--- src/design/pe_defs.svh ---
`ifndef PE_DEFS_SVH
`define PE_DEFS_SVH

// Datapath widths
`define PE_DATA_W 8
`define PE_ACC_W 24

// Scratchpad depths and address widths
`define PE_IF_DEPTH 32
`define PE_FILT_DEPTH 8
`define PE_IF_AW 5
`define PE_FILT_AW 3

// Wishbone word offsets
`define PE_WB_AW 2
`define PE_REG_CTRL `PE_WB_AW'd0
`define PE_REG_FILT_LEN `PE_WB_AW'd1
`define PE_REG_STRIDE `PE_WB_AW'd2
`define PE_REG_STATUS `PE_WB_AW'd3

`endif

--- src/design/pe_pkg.sv ---
`include "pe_defs.svh"

package pe_pkg;

    typedef logic signed [`PE_DATA_W-1:0] data_t;
    // Partial sums wrap in two's complement
    typedef logic signed [`PE_ACC_W-1:0] acc_t;

    typedef logic [`PE_IF_AW-1:0] if_addr_t;
    typedef logic [`PE_FILT_AW-1:0] filt_addr_t;
    // Lengths need one extra bit to hold the full depth
    typedef logic [`PE_IF_AW:0] if_len_t;
    typedef logic [`PE_FILT_AW:0] filt_len_t;

    // Word on the ifmap and filter streams
    typedef struct packed {
        data_t data;
        logic  last;
    } in_word_t;

    // One tap from the address generator to the MAC
    typedef struct packed {
        if_addr_t   if_addr;
        filt_addr_t filt_addr;
        logic       first;
        logic       last;
    } tap_t;

    typedef struct packed {
        filt_len_t filt_len;
        if_addr_t  stride;
    } run_cfg_t;

    typedef enum logic [1:0] {IDLE, LOAD, RUN, DRAIN} run_state_t;

endpackage

--- src/design/mac_pipeline.sv ---
module mac_pipeline (
    input  logic          clk,
    input  logic          rst,
    input  logic          tap_valid,
    input  pe_pkg::tap_t  tap,
    input  pe_pkg::data_t if_data,
    input  pe_pkg::data_t filt_data,
    output logic          psum_valid,
    input  logic          psum_ready,
    output pe_pkg::acc_t  psum_data,
    output logic          stall,
    output logic          out_fire,
    output logic          out_drained
);
    import pe_pkg::*;

    logic s1_valid;
    logic s1_first;
    logic s1_last;
    logic s2_valid;
    logic s2_first;
    logic s2_last;
    acc_t prod;
    acc_t acc;
    acc_t sum_next;

    // Held output blocks every stage, including the scratch read
    assign stall       = psum_valid & ~psum_ready;
    assign out_fire    = psum_valid & psum_ready;
    assign out_drained = ~s1_valid & ~s2_valid & ~psum_valid;

    // First tap restarts the sum
    assign sum_next = s2_first ? prod : acc + prod;

    always_ff @(posedge clk) begin
        if (rst) begin
            s1_valid   <= 1'b0;
            s2_valid   <= 1'b0;
            psum_valid <= 1'b0;
        end else if (!stall) begin
            s1_valid   <= tap_valid;
            s2_valid   <= s1_valid;
            psum_valid <= s2_valid & s2_last;
        end
    end

    always_ff @(posedge clk) begin
        if (!stall) begin
            s1_first <= tap.first;
            s1_last  <= tap.last;
            s2_first <= s1_first;
            s2_last  <= s1_last;
            // Operands sign-extend to the partial-sum width
            prod     <= if_data * filt_data;
            if (s2_valid)
                acc <= sum_next;
            if (s2_valid && s2_last)
                psum_data <= sum_next;
        end
    end

endmodule

--- src/design/operand_loader.sv ---
`include "pe_defs.svh"

module operand_loader (
    input  logic               clk,
    input  logic               rst,
    input  logic               start,
    input  logic               ifm_valid,
    output logic               ifm_ready,
    input  pe_pkg::in_word_t   ifm_word,
    input  logic               filt_valid,
    output logic               filt_ready,
    input  pe_pkg::in_word_t   filt_word,
    output logic               loaded,
    output pe_pkg::if_len_t    if_len,
    input  pe_pkg::if_addr_t   rd_if_addr,
    input  pe_pkg::filt_addr_t rd_filt_addr,
    input  logic               rd_en,
    output pe_pkg::data_t      if_data,
    output pe_pkg::data_t      filt_data
);
    import pe_pkg::*;

    data_t      if_mem [`PE_IF_DEPTH];
    data_t      filt_mem [`PE_FILT_DEPTH];
    if_addr_t   if_wptr;
    filt_addr_t filt_wptr;
    logic       ifm_open;
    logic       filt_open;
    logic       ifm_open_n;
    logic       filt_open_n;
    logic       ifm_fire;
    logic       filt_fire;

    assign ifm_ready   = ifm_open;
    assign filt_ready  = filt_open;
    assign ifm_fire    = ifm_valid & ifm_open;
    assign filt_fire   = filt_valid & filt_open;
    // Each stream closes on its own last word
    assign ifm_open_n  = ifm_open & ~(ifm_fire & ifm_word.last);
    assign filt_open_n = filt_open & ~(filt_fire & filt_word.last);

    always_ff @(posedge clk) begin
        if (rst) begin
            ifm_open  <= 1'b0;
            filt_open <= 1'b0;
            loaded    <= 1'b0;
            if_wptr   <= '0;
            filt_wptr <= '0;
            if_len    <= '0;
        end else if (start) begin
            ifm_open  <= 1'b1;
            filt_open <= 1'b1;
            loaded    <= 1'b0;
            if_wptr   <= '0;
            filt_wptr <= '0;
        end else begin
            ifm_open  <= ifm_open_n;
            filt_open <= filt_open_n;
            if (ifm_fire) begin
                if_wptr <= if_wptr + 1'b1;
                if (ifm_word.last)
                    if_len <= {1'b0, if_wptr} + 1'b1;
            end
            if (filt_fire)
                filt_wptr <= filt_wptr + 1'b1;
            // Both streams closed, whichever finished second
            if ((ifm_open | filt_open) & ~ifm_open_n & ~filt_open_n)
                loaded <= 1'b1;
        end
    end

    always_ff @(posedge clk) begin
        if (ifm_fire)
            if_mem[if_wptr] <= ifm_word.data;
        if (filt_fire)
            filt_mem[filt_wptr] <= filt_word.data;
        if (rd_en) begin
            if_data   <= if_mem[rd_if_addr];
            filt_data <= filt_mem[rd_filt_addr];
        end
    end

endmodule

--- src/design/pe_config_regs.sv ---
`include "pe_defs.svh"

module pe_config_regs (
    input  logic                 clk,
    input  logic                 rst,
    input  logic                 cyc,
    input  logic                 stb,
    input  logic                 we,
    input  logic [`PE_WB_AW-1:0] adr,
    input  logic [31:0]          dat_w,
    output logic [31:0]          dat_r,
    output logic                 ack,
    input  logic                 busy,
    input  logic                 out_fire,
    output logic                 start,
    output pe_pkg::run_cfg_t     cfg
);
    import pe_pkg::*;

    logic       access;
    logic       ran;
    logic       done;
    logic [7:0] out_count;

    // New access only when ack is low, so ack never spans two cycles
    assign access = cyc & stb & ~ack;

    // Done holds from the end of a run until the next start
    assign done = ran & ~busy & ~start;

    always_ff @(posedge clk) begin
        if (rst) begin
            ack          <= 1'b0;
            start        <= 1'b0;
            ran          <= 1'b0;
            out_count    <= '0;
            cfg.filt_len <= filt_len_t'(1);
            cfg.stride   <= if_addr_t'(1);
        end else begin
            ack   <= access;
            start <= access & we & (adr == `PE_REG_CTRL) & dat_w[0] & ~busy;
            if (start) begin
                ran       <= 1'b1;
                out_count <= '0;
            end else if (out_fire) begin
                out_count <= out_count + 8'd1;
            end
            if (access && we) begin
                case (adr)
                    `PE_REG_FILT_LEN: cfg.filt_len <= dat_w[`PE_FILT_AW:0];
                    `PE_REG_STRIDE:   cfg.stride   <= dat_w[`PE_IF_AW-1:0];
                    default: ;
                endcase
            end
        end
    end

    // Read data is captured with ack
    always_ff @(posedge clk) begin
        if (access && !we) begin
            case (adr)
                `PE_REG_FILT_LEN: dat_r <= 32'(cfg.filt_len);
                `PE_REG_STRIDE:   dat_r <= 32'(cfg.stride);
                `PE_REG_STATUS:   dat_r <= {16'h0, out_count, 6'h0, done, busy};
                default:          dat_r <= '0;
            endcase
        end
    end

endmodule

--- src/design/pe_top.sv ---
`include "pe_defs.svh"

module pe_top (
    input  logic                 clk,
    input  logic                 rst,
    input  logic                 cyc,
    input  logic                 stb,
    input  logic                 we,
    input  logic [`PE_WB_AW-1:0] adr,
    input  logic [31:0]          dat_w,
    output logic [31:0]          dat_r,
    output logic                 ack,
    input  logic                 ifm_valid,
    output logic                 ifm_ready,
    input  pe_pkg::in_word_t     ifm_word,
    input  logic                 filt_valid,
    output logic                 filt_ready,
    input  pe_pkg::in_word_t     filt_word,
    output logic                 psum_valid,
    input  logic                 psum_ready,
    output pe_pkg::acc_t         psum_data
);
    import pe_pkg::*;

    run_cfg_t cfg;
    tap_t     tap;
    if_len_t  if_len;
    data_t    if_data;
    data_t    filt_data;
    logic     start;
    logic     busy;
    logic     loaded;
    logic     tap_valid;
    logic     stall;
    logic     rd_en;
    logic     out_fire;
    logic     out_drained;

    // Scratch read is the first MAC stage
    assign rd_en = tap_valid & ~stall;

    pe_config_regs i_pe_config_regs (
        .clk      (clk),
        .rst      (rst),
        .cyc      (cyc),
        .stb      (stb),
        .we       (we),
        .adr      (adr),
        .dat_w    (dat_w),
        .dat_r    (dat_r),
        .ack      (ack),
        .busy     (busy),
        .out_fire (out_fire),
        .start    (start),
        .cfg      (cfg)
    );

    operand_loader i_operand_loader (
        .clk          (clk),
        .rst          (rst),
        .start        (start),
        .ifm_valid    (ifm_valid),
        .ifm_ready    (ifm_ready),
        .ifm_word     (ifm_word),
        .filt_valid   (filt_valid),
        .filt_ready   (filt_ready),
        .filt_word    (filt_word),
        .loaded       (loaded),
        .if_len       (if_len),
        .rd_if_addr   (tap.if_addr),
        .rd_filt_addr (tap.filt_addr),
        .rd_en        (rd_en),
        .if_data      (if_data),
        .filt_data    (filt_data)
    );

    window_addr_gen i_window_addr_gen (
        .clk         (clk),
        .rst         (rst),
        .start       (start),
        .cfg         (cfg),
        .loaded      (loaded),
        .if_len      (if_len),
        .stall       (stall),
        .out_drained (out_drained),
        .tap_valid   (tap_valid),
        .tap         (tap),
        .busy        (busy)
    );

    mac_pipeline i_mac_pipeline (
        .clk         (clk),
        .rst         (rst),
        .tap_valid   (tap_valid),
        .tap         (tap),
        .if_data     (if_data),
        .filt_data   (filt_data),
        .psum_valid  (psum_valid),
        .psum_ready  (psum_ready),
        .psum_data   (psum_data),
        .stall       (stall),
        .out_fire    (out_fire),
        .out_drained (out_drained)
    );

endmodule

--- src/design/window_addr_gen.sv ---
`include "pe_defs.svh"

module window_addr_gen (
    input  logic             clk,
    input  logic             rst,
    input  logic             start,
    input  pe_pkg::run_cfg_t cfg,
    input  logic             loaded,
    input  pe_pkg::if_len_t  if_len,
    input  logic             stall,
    input  logic             out_drained,
    output logic             tap_valid,
    output pe_pkg::tap_t     tap,
    output logic             busy
);
    import pe_pkg::*;

    run_state_t           state;
    run_cfg_t             cfg_q;
    if_len_t              base;
    filt_addr_t           tap_k;
    logic [`PE_IF_AW+1:0] filt_ext;
    logic [`PE_IF_AW+1:0] len_ext;
    logic [`PE_IF_AW+1:0] base_next;
    logic [`PE_IF_AW+1:0] end_next;

    // Extra bits so base plus stride plus filter length cannot overflow
    assign filt_ext  = {{(`PE_IF_AW - `PE_FILT_AW + 1){1'b0}}, cfg_q.filt_len};
    assign len_ext   = {1'b0, if_len};
    assign base_next = {1'b0, base} + {2'b00, cfg_q.stride};
    assign end_next  = base_next + filt_ext;

    assign tap_valid     = (state == RUN);
    assign busy          = (state != IDLE);
    assign tap.if_addr   = base[`PE_IF_AW-1:0] + {{(`PE_IF_AW - `PE_FILT_AW){1'b0}}, tap_k};
    assign tap.filt_addr = tap_k;
    assign tap.first     = (tap_k == '0);
    assign tap.last      = ({1'b0, tap_k} == cfg_q.filt_len - 1'b1);

    always_ff @(posedge clk) begin
        if (rst) begin
            state <= IDLE;
            cfg_q <= '0;
            base  <= '0;
            tap_k <= '0;
        end else begin
            case (state)
                IDLE: begin
                    // Configuration is frozen for the whole run
                    if (start) begin
                        cfg_q <= cfg;
                        state <= LOAD;
                    end
                end
                LOAD: begin
                    base  <= '0;
                    tap_k <= '0;
                    // Filter longer than the row gives no windows at all
                    if (loaded)
                        state <= (filt_ext > len_ext) ? IDLE : RUN;
                end
                RUN: begin
                    if (!stall) begin
                        if (tap.last) begin
                            tap_k <= '0;
                            base  <= base_next[`PE_IF_AW:0];
                            if (end_next > len_ext)
                                state <= DRAIN;
                        end else begin
                            tap_k <= tap_k + 1'b1;
                        end
                    end
                end
                DRAIN: begin
                    if (out_drained)
                        state <= IDLE;
                end
                default: state <= IDLE;
            endcase
        end
    end

endmodule

--- config.mk ---
export PLATFORM = sky130hd
export DESIGN_NAME = pe_top
export DESIGN_NICKNAME = d
export VERILOG_FILES = /design/src/design/pe_pkg.sv /design/src/design/mac_pipeline.sv /design/src/design/operand_loader.sv /design/src/design/pe_config_regs.sv /design/src/design/pe_top.sv /design/src/design/window_addr_gen.sv
export VERILOG_INCLUDE_DIRS = /design/src /design/src/design
export SDC_FILE = /design/constraint.sdc
export NUM_CORES = 1
export LEC_CHECK = 0
export BUFFER_PORTS_ARGS = -buffer_cell sky130_fd_sc_hd__buf_2
export CELL_PAD_IN_SITES_DETAIL_PLACEMENT = 1
export CELL_PAD_IN_SITES_GLOBAL_PLACEMENT = 1
export CORE_ASPECT_RATIO = 0.6
export CORE_MARGIN = 8
export CORE_UTILIZATION = 55
export DETAILED_ROUTE_END_ITERATION = 7
export PLACE_DENSITY_LB_ADDON = 0.1
export SLEW_MARGIN = 40
export SYNTH_ARGS = -nofsm -noshare
export SYNTH_HDL_FRONTEND = slang
export SYNTH_SLANG_ARGS = --single-unit
--- constraint.sdc ---
create_clock -name clk -period 9.8 [get_ports clk]
set_input_delay 0.98 -clock clk [delete_from_list [all_inputs] [get_ports clk]]
set_output_delay 0.98 -clock clk [all_outputs]
set_load 0.05 [all_outputs]
# ---- Word level (Yosys, flattened, before mapping)
# Memory sizes are Yosys's and may differ from the RTL's. A register that Yosys moved wholly into a read port is not among the register bits.
# Cells that the tools add are included.
dict set report totals {
  ff_bits 168
  ramBits 320
  input_bits 60
  elab_cells 132
  n_memories 2
}
dict set report classes {
  n_addsub 10
  n_mul 1
  n_lt_le_gt_ge 2
  n_eq_ne 13
  n_mux 22
  bitwise 35
  reduce_logical 19
}
# name words width read_ports rd_ports_with_merged_regs wr line_no
set mem_list {}
lappend mem_list {i_operand_loader.if_mem 32 8 1 1 1 operand_loader.sv:23} ;# data_t if_mem [`PE_IF_DEPTH];
lappend mem_list {i_operand_loader.filt_mem 8 8 1 1 1 operand_loader.sv:24} ;# data_t filt_mem [`PE_FILT_DEPTH];
# operator n
set ops {}
lappend ops {{$pmux W16 S3} 1}
lappend ops {{$add A24 B24 Y24} 1}
lappend ops {{$mux W24} 1}
lappend ops {{$and A1 B1 Y1} 22}
lappend ops {{$mul A8 B8 Y16} 1}
lappend ops {{$mux W2} 7}
lappend ops {{$mux W6} 2}
lappend ops {{$not A1 Y1} 12}
lappend ops {{$pmux W6 S2} 1}
lappend ops {{$reduce_and A2 Y1} 6}
lappend ops {{$ne A2 B2 Y1 const B} 5}
lappend ops {{$add A8 B1 Y8 const B} 1}
lappend ops {{$eq A2 B2 Y1 const B} 4}
lappend ops {{$pmux W2 S4} 1}
lappend ops {{$add A6 B5 Y7} 1}
lappend ops {{$add A7 B4 Y7} 1}
lappend ops {{$gt A7 B6 Y1} 1}
lappend ops {{$add A3 B1 Y3 const B} 2}
lappend ops {{$add A5 B1 Y6 const B} 1}
lappend ops {{$gt A4 B6 Y1} 1}
lappend ops {{$mux W1} 6}
lappend ops {{$mux W3} 2}
lappend ops {{$pmux W3 S2} 1}
lappend ops {{$reduce_and A3 Y1} 2}
lappend ops {{other kinds (14)} 19}

# ---- Longest topological paths before layout
# Gate-level depths: netlist (run 1).
dict set report logic_depth {
  word_depth 7
  mapped_depth 18
  ltp_nobuf 18
}

# ---- By module
# A second synthesis (run 1) with hierarchy kept.
dict set report hier_totals {
  hier_cells 1561
  area_unflattened_um2 23138.4
}
# mod n_inst cells_each area_per_inst_um2 seq_area_each_um2
set by_module_without_submodules {}
lappend by_module_without_submodules {operand_loader 1 615 13561.8 10430.0}
lappend by_module_without_submodules {mac_pipeline 1 606 6323.6 2102.0}
lappend by_module_without_submodules {window_addr_gen 1 199 1719.1 400.4}
lappend by_module_without_submodules {pe_config_regs 1 140 1520.2 790.8}
lappend by_module_without_submodules {pe_top 1 1 13.8 0.0}

# ---- Least setup slack after synthesis (run 1)
# OpenSTA, ideal clock, no wires.
dict set report synth_path {
  path_kind {register to register}
  startpoint {register i_operand_loader.if_data[3], read port of i_operand_loader.if_mem}
  endpoint {register i_mac_pipeline.prod[14], data pin}
  setup_time_ns 0.195
  arrival_ns 4.303
  t_required_ns 9.605
  path_slack_ns 5.302
  path_stages_with_launch 18
  n_path_buf 0
  synth_period_minus_slack_ns 4.498
  cell_sequence {edfxtp_1 > and2_1 > fa_1 > inv_1 > fa_1 > inv_1 > fa_1 > inv_1 > fa_1 > inv_1 > ha_1 > o21ai_0 > a21boi_0 > o21ai_0 > a21boi_0 > o21ai_0 > nor2b_1 > o311ai_0}
}
dict set report synth_between {
  elab_chain_cells 1
}
# item line_no
set synth_lines {}
lappend synth_lines {{start: declaration} operand_loader.sv:18} ;# output pe_pkg::data_t if_data,
lappend synth_lines {{$mul A8 B8 Y16} mac_pipeline.sv:54} ;# prod <= if_data * filt_data;
lappend synth_lines {{end signal: assignment} mac_pipeline.sv:54}
lappend synth_lines {{end: declaration} mac_pipeline.sv:23} ;# acc_t prod;
# Every way passes these cells.
# A chain may end at the register's enable or synchronous reset.

# ---- Final worst setup path (run 1)
dict set report layout_path {
  startpoint {register i_operand_loader.filt_data[4], read port of i_operand_loader.filt_mem}
  endpoint {register i_mac_pipeline.prod[14], data pin}
}
dict set report layout_between {
  elab_chain_cells 1
}
# item line_no
set layout_lines {}
lappend layout_lines {{start: declaration} operand_loader.sv:19} ;# output pe_pkg::data_t filt_data
lappend layout_lines {{$mul A8 B8 Y16} mac_pipeline.sv:54}
# Every way passes these cells.

==> results.sh, run 1 <==
export IMPL_die_area_um2=47900
export IMPL_worstPathBufferInverterCount=4
export IMPL_crit_family="adder cells"
export IMPL_timing_rr_start="i_operand_loader.filt_data[4]$_DFFE_PP_"
export IMPL_slowest_stage="edfxtp_1"
export IMPL_slew_violations=0
export IMPL_crit_start="i_operand_loader.filt_data[4]$_DFFE_PP_"
export IMPL_cp_data_arrival_time_ns=5.57
export IMPL_grt_pass1_wl_mm=82.8
export IMPL_num_io_pins=120
export IMPL_yosysTopAreaCell="edfxtp_1"
export IMPL_grt_usage=0.223
export IMPL_areaGrowthSynthToFinish_pct=10.9
export IMPL_worstHoldStart="i_mac_pipeline.s1_first$_DFFE_PN_"
export IMPL_path_clk_slew_ns=0.06
export IMPL_tns_ns=0
export IMPL_synth_top_area_frac=0.555
export IMPL_die_y_um=173
export IMPL_antenna_left=0
export IMPL_power_mw=4.47
export IMPL_p_leak_nw=8.77
export IMPL_post_place_ws_ns=4.68
export IMPL_setup_viol=0
export IMPL_routabilityCongestion=0.785
export IMPL_start_util=0.558
export IMPL_core_area_um2=40400
export IMPL_synthTopCellsByCount="edfxtp_1 (417), inv_1 (111), nor2_1 (107), mux4_2 (96), ha_1 (87)"
export IMPL_final_nets=1787
export IMPL_ys_ff_latch=477
export IMPL_clock_sinks=477
export IMPL_synthArstFlopShare=0
export IMPL_start_kind="flip-flop"
export IMPL_cp_required_ns=10.16
export IMPL_synth_cell_types=69
export IMPL_synthTopCellsByArea="edfxtp_1 (56%), mux4_2 (9.6%), dfxtp_1 (5.3%), fa_1 (5.2%), ha_1 (4.8%)"
export IMPL_drt_iter0_drc=1284
export IMPL_worstPathCellList="and2_1 -> fa_1 -> inv_1 -> fa_1 -> inv_1 -> fa_1 -> inv_1 -> fa_1 -> inv_1 -> ha_1 -> o21ai_0 -> a21boi_0 -> o21ai_0 -> a21boi_0 -> o21ai_0 -> nor2b_1 -> o311ai_0"
export IMPL_htree_num_levels=2
export IMPL_cp_max_fo=8
export IMPL_drt_vias_per_instance=5.92
export IMPL_via_count=12700
export IMPL_rsz0062_at_grt="no"
export IMPL_end_kind="flip-flop"
export IMPL_wl_per_cell_um=24.9
export IMPL_crit_type="flip-flop to flip-flop"
export IMPL_avgSynthCellArea_um2=15.1
export IMPL_yosysMostFrequentCell="edfxtp_1"
export IMPL_powerDensity_nw_per_um2=179
export IMPL_antenna_found_initial=2
export IMPL_cts_root_to_sink_buffers=3
export IMPL_post_route_cells_drive_above_1_share=0.189
export IMPL_yosysWarningCount=0
export IMPL_cap_violations=0
export IMPL_num_antenna_cells=0
export IMPL_portBuffers=73
export IMPL_overflow=0
export IMPL_n_fill_cell=3685
export IMPL_fmax_mhz=192
export IMPL_synth_edf_count=417
export IMPL_r2r_setup_slack_ns=4.59
export IMPL_core_rowCount=57
export IMPL_rr_worst_depth=17
export IMPL_fin_crit_ns=5.21
export IMPL_fin_ws_ns=4.59
export IMPL_cts_root_buf="clkbuf_16"
export IMPL_hold_viol=0
export IMPL_grt_start_max_net_pins=65
export IMPL_cp_depth=17
export IMPL_ctsResizeCount=0
export IMPL_synth_flop_cell="edfxtp_1"
export IMPL_clk_latency_ns=0.58
export IMPL_first_pass_iters=6
export IMPL_hold_path_class="flip-flop to flip-flop"
export IMPL_min_path_cells=0
export IMPL_period_share=0.531
export IMPL_worst_pin_slew_ns=0.843
export IMPL_postCtsSetupBuffers=0
export IMPL_netlist_area_um2=22600
export IMPL_drcViolationCount=0
export IMPL_fp_dieW_um=277
export IMPL_slew_limit_headroom=0.436
export IMPL_status="finished clean"
export IMPL_wl_mm=53.3
export IMPL_finClkSkew_ns=0.0308
export IMPL_cpPeakStageDelay_ns=0.58
export IMPL_post_synth_inst_count=1494
export IMPL_dpl_hpwl_mm=36.6
export IMPL_grt_pass1_vias=13800
export IMPL_seq_area_frac_synth=0.609
export IMPL_cts_buffers=44
export IMPL_ir_drop_mv=0.169
export IMPL_ctsHoldBuffers=0
export IMPL_cts_tree="built"
-- sequential cells by signal (all words and copies together), names as in the netlist, 9 cells and up, named ones only --
register,cells
i_operand_loader.if_mem,256
i_operand_loader.filt_mem,64
i_mac_pipeline.acc,24
i_mac_pipeline.psum_data,24
i_mac_pipeline.prod,16
i_pe_config_regs.dat_r,13
i_pe_config_regs.cfg,9
i_window_addr_gen.cfg_q,9
-- routing by layer --
| layer | routed length [um] | GRT usage | vias to the layer above | part of all wire |
|---|---|---|---|---|
| met5 | 10 | 0 | - | 0.00019 |
| met2 | 24000 | 0.339 | 396 | 0.45 |
| met4 | 749 | 0.0420 | 2 | 0.014 |
| li1 | - | - | 5682 | - |
| met3 | 4360 | 0.0511 | 71 | 0.082 |
| met1 | 24100 | 0.330 | 6532 | 0.45 |
-- path summary, 6_finish.rpt --
kind / to
worst min-delay path: i_mac_pipeline.s2_first$_DFFE_PN_
worst max register to register: i_mac_pipeline.prod[14]$_DFFE_PN_
worst min register to register: i_mac_pipeline.s2_first$_DFFE_PN_
worst max-delay path: i_mac_pipeline.prod[14]$_DFFE_PN_
-- cell families after synthesis --
family | share of synthesized area
AOI/OAI and AO/OA | 0.0503
xor gates and xnor gates | 0.0206
adders and majority gates | 0.101
buffers and inverters | 0.0334
DFF | 0.609
muxes | 0.111
other | 0.000166
and+or+nand+nor | 0.0758
-- power by group --
part / total (mW) / internal, mW / switching (mW)
combinational: 0.404 / 0.162 / 0.242
sequential: 2.24 / 2.23 / 0.00946
clock: 1.83 / 1.06 / 0.769
-- cells in the final DEF (no fill, tap or decap), types with 4 or more instances in the layout --
master | synthesis | routed
mux2i_1 | 14 | 14
conb_1 | 1 | 19
a21o_1 | 14 | 14
edfxtp_1 | 417 | 417
clkbuf_1 | 24 | 7
clkinv_2 | 0 | 5
and2_1 | 40 | 40
bufinv_16 | 0 | 8
fa_1 | 59 | 58
or2_2 | 5 | 5
buf_2 | 2 | 73
nor2b_1 | 18 | 18
nand3_1 | 29 | 29
nand3b_1 | 4 | 4
buf_4 | 27 | 9
nor3b_2 | 3 | 4
inv_1 | 111 | 110
xor2_1 | 19 | 19
or3_1 | 4 | 4
nor3_1 | 16 | 15
mux2_2 | 17 | 17
nor2_1 | 107 | 85
o21ai_0 | 36 | 36
a21oi_1 | 47 | 47
o31ai_1 | 8 | 8
ha_1 | 87 | 86
clkinv_1 | 0 | 6
mux4_2 | 96 | 96
nor2_2 | 0 | 22
and3_1 | 12 | 12
xnor2_1 | 34 | 32
clkbuf_16 | 0 | 45
nand2b_1 | 12 | 12
o21a_1 | 12 | 12
dfxtp_1 | 60 | 60
a21boi_0 | 4 | 4
nand2_1 | 81 | 81
a22o_1 | 10 | 10
a211oi_1 | 9 | 9
-- final cells by class --
class                   instances  area, um2  share of cell area
flip-flops and latches        477      13700               0.549
well taps                     531        664              0.0266
repair buffers                 83        444              0.0178
multi-input cells             864       8240               0.330
inverters                     111        417              0.0167
clock buffers                  52       1150              0.0461
clock inverters                25        368              0.0147
-- metrics by stage --
step | util | hold WS, ns | area (um2) | cells
floorplan | - | 0.400 | 22600 | 1512
finish | 0.619 | 0.440 | 25000 | 2143
CTS | 0.617 | 0.438 | 25000 | 2143
global placement | 0.579 | 0.404 | 23400 | 2066
global route | 0.619 | 0.454 | 25000 | 2143
detailed placement | 0.579 | 0.422 | 23400 | 2066
No activity file was read; power rests on OpenSTA's default activity.
==> run 2, diff against run 1 <==
CORE_UTILIZATION = 47   (was 55)
clock period = 4.6 ns   (was 9.8 ns; I/O delays follow)
==> run 2 against run 1 <==
- clock power increased by 110%
- sequential power up 110%
- sequential share of layout area down 1.4 points
- critical path type unchanged
- largest cell class unchanged
- highest routed layer is now met4
==> results.sh, run 2 (synthesized netlist as in run 1, its figures left out) <==
export IMPL_status="finished clean"
export IMPL_p_leak_nw=9.03
export IMPL_crit_top_cell="inv_1"
export IMPL_worstPathBufferInverterCount=6
export IMPL_areaGrowthSynthToFinish_pct=13.7
export IMPL_final_cell_mix="edfxtp_1 (417), inv_1 (108), mux4_2 (96)"
export IMPL_first_pass_iters=5
export IMPL_cp_required_ns=4.91
export IMPL_routabilityCongestion=0.794
export IMPL_grt_start_max_net_pins=65
export IMPL_top_register="i_operand_loader.if_mem"
export IMPL_whs_endpoint="i_pe_config_regs.cfg[4]$_SDFFE_PP0P_"
export IMPL_die_area_um2=55500
export IMPL_ctsHoldBuffers=0
export IMPL_final_nets=1826
export IMPL_num_antenna_cells=0
export IMPL_overflow=0
export IMPL_min_path_cells=3
export IMPL_largest_reg_flops=256
export IMPL_tns_ns=0
export IMPL_slew_limit_headroom=0.425
export IMPL_powerDensity_nw_per_um2=374
export IMPL_cts_root_to_sink_buffers=3
export IMPL_fin_crit_ns=4.41
export IMPL_die_y_um=186
export IMPL_crit_type="flip-flop to flip-flop"
export IMPL_timing_rr_start="i_operand_loader.if_data[3]$_DFFE_PP_"
export IMPL_worstPathCellList="and2_4 -> fa_1 -> inv_1 -> fa_1 -> inv_1 -> fa_1 -> inv_1 -> fa_1 -> inv_1 -> ha_4 -> buf_4 -> inv_1 -> o21ai_2 -> a21oi_2 -> o21ai_2 -> a41oi_2 -> nor2b_4 -> xnor2_1"
export IMPL_wl_mm=52.3
export IMPL_hold_path_class="primary input to flip-flop"
export IMPL_wl_per_cell_um=22.8
export IMPL_cts_buffers=47
export IMPL_fp_dieW_um=299
export IMPL_start_util=0.473
export IMPL_start_kind="flip-flop"
export IMPL_cp_data_arrival_time_ns=4.72
export IMPL_ir_drop_mv=0.258
export IMPL_cp_max_fo=2
export IMPL_setup_viol=0
export IMPL_via_count=12800
export IMPL_use_met2=0.277
export IMPL_reg2reg_to="i_mac_pipeline.prod[13]$_DFFE_PN_"
export IMPL_worst_pin_slew_ns=0.859
export IMPL_use_met3=0.0391
export IMPL_core_rowCount=62
export IMPL_rr_worst_depth=18
export IMPL_hold_viol=0
export IMPL_drt_vias_per_instance=5.55
export IMPL_slowest_stage="fa_1"
export IMPL_dpl_hpwl_mm=36.4
export IMPL_cap_violations=0
export IMPL_worstHoldStart="dat_w[4]"
export IMPL_busiest_layer="met1"
export IMPL_r2r_setup_slack_ns=0.19
export IMPL_utilization=0.538
export IMPL_clk_latency_ns=0.57
export IMPL_slew_violations=0
export IMPL_place_inst=2208
export IMPL_crit_family="adder cells"
export IMPL_grtUsageMet1=0.289
export IMPL_final_common_cell="edfxtp_1"
export IMPL_core_area_um2=47600
export IMPL_num_io_pins=120
export IMPL_fmax_mhz=227
export IMPL_period_share=0.958
export IMPL_antenna_found_initial=3
export IMPL_grt_pass1_wl_mm=80.8
export IMPL_drt_iter0_drc=986
export IMPL_grt_pass1_vias=13500
export IMPL_clock_sinks=477
export IMPL_drcViolationCount=0
export IMPL_cpPeakStageDelay_ns=0.53
export IMPL_path_clk_slew_ns=0.06
export IMPL_reg_largest_list="i_operand_loader.if_mem x256, i_operand_loader.filt_mem x64"
export IMPL_instances_no_fill=2297
export IMPL_cts_tree="built"
export IMPL_htree_num_levels=2
export IMPL_end_kind="flip-flop"
export IMPL_post_place_ws_ns=-0.322
export IMPL_stdcell_area_um2=25600
export IMPL_grt_usage=0.188
export IMPL_portBuffers=73
export IMPL_finClkSkew_ns=0.0161
export IMPL_antenna_left=0
export IMPL_post_route_cells_drive_above_1_share=0.226
export IMPL_placed_area_um2=23900
export IMPL_fin_ws_ns=0.191
export IMPL_cts_root_buf="clkbuf_16"
==> run 2: per-layer routing <==
metal / up-vias / routed length (um)
li1: 5788 / -
met5: - / 0
met2: 305 / 22200
met4: 0 / 768
met1: 6595 / 26000
met3: 62 / 3320
==> run 2: how the worst max path moves through the flow <==
stage               depth (start not counted)  slack (ns)                                 to                                    start
global placement                           19       -0.12  i_mac_pipeline.prod[14]$_DFFE_PN_  i_operand_loader.filt_data[1]$_DFFE_PP_
finish                                     18        0.19  i_mac_pipeline.prod[13]$_DFFE_PN_    i_operand_loader.if_data[3]$_DFFE_PP_
global route                               19      -0.004  i_mac_pipeline.prod[13]$_DFFE_PN_  i_operand_loader.filt_data[1]$_DFFE_PP_
CTS                                        17        0.01  i_mac_pipeline.prod[22]$_DFFE_PN_    i_operand_loader.if_data[0]$_DFFE_PP_
floorplan                                  17        0.10  i_mac_pipeline.prod[14]$_DFFE_PN_    i_operand_loader.if_data[3]$_DFFE_PP_
detailed placement                         19       -0.32  i_mac_pipeline.prod[14]$_DFFE_PN_  i_operand_loader.filt_data[1]$_DFFE_PP_
==> run 2: metrics by stage <==
step	total power, mW	hold slack [ns]
after global placement	5.73	0.404
after CTS	9.67	0.0985
after floorplan	5.49	0.400
final	9.59	0.129
after global routing	9.91	0.145
after detailed placement	5.75	0.412
==> run 2: what timing repair did <==
| action | CTS | global route |
|---|---|---|
| endpoints found under the setup margin | 4 | 5 |
| gates cloned | 0 | 0 |
| setup buffers | 1 | 1 |
| pin swaps | 2 | 7 |
| resized for setup | 9 | 25 |
==> run 2: worst register-to-register path, cell delays in order (launching register included) <==
cell and delay [ns]:
edfxtp_1 0.39, and2_4 0.18, fa_1 0.53, inv_1 0.07
fa_1 0.48, inv_1 0.05, fa_1 0.53, inv_1 0.06
fa_1 0.53, inv_1 0.06, ha_4 0.26, buf_4 0.10
inv_1 0.04, o21ai_2 0.15, a21oi_2 0.08, o21ai_2 0.18
a41oi_2 0.19, nor2b_4 0.17, xnor2_1 0.12
==> run 2: layout make-up <==
class	count	area (um2)
Fill cell	4594	22000
Sequential cell	477	13700
Multi-Input combinational cell	864	8380
Clock buffer	64	1330
Tap cell	640	801
Timing Repair Buffer	119	743
Inverter	111	417
Clock inverter	22	256
==> run 2: power by group <==
part | switching (mW) | leakage (nW) | total (mW) | internal, mW
registers | 0.0253 | 4.26 | 4.78 | 4.76
clock network | 1.66 | 0.773 | 3.92 | 2.26
logic | 0.524 | 4.00 | 0.891 | 0.367
total | 2.21 | 9.03 | 9.59 | 7.39
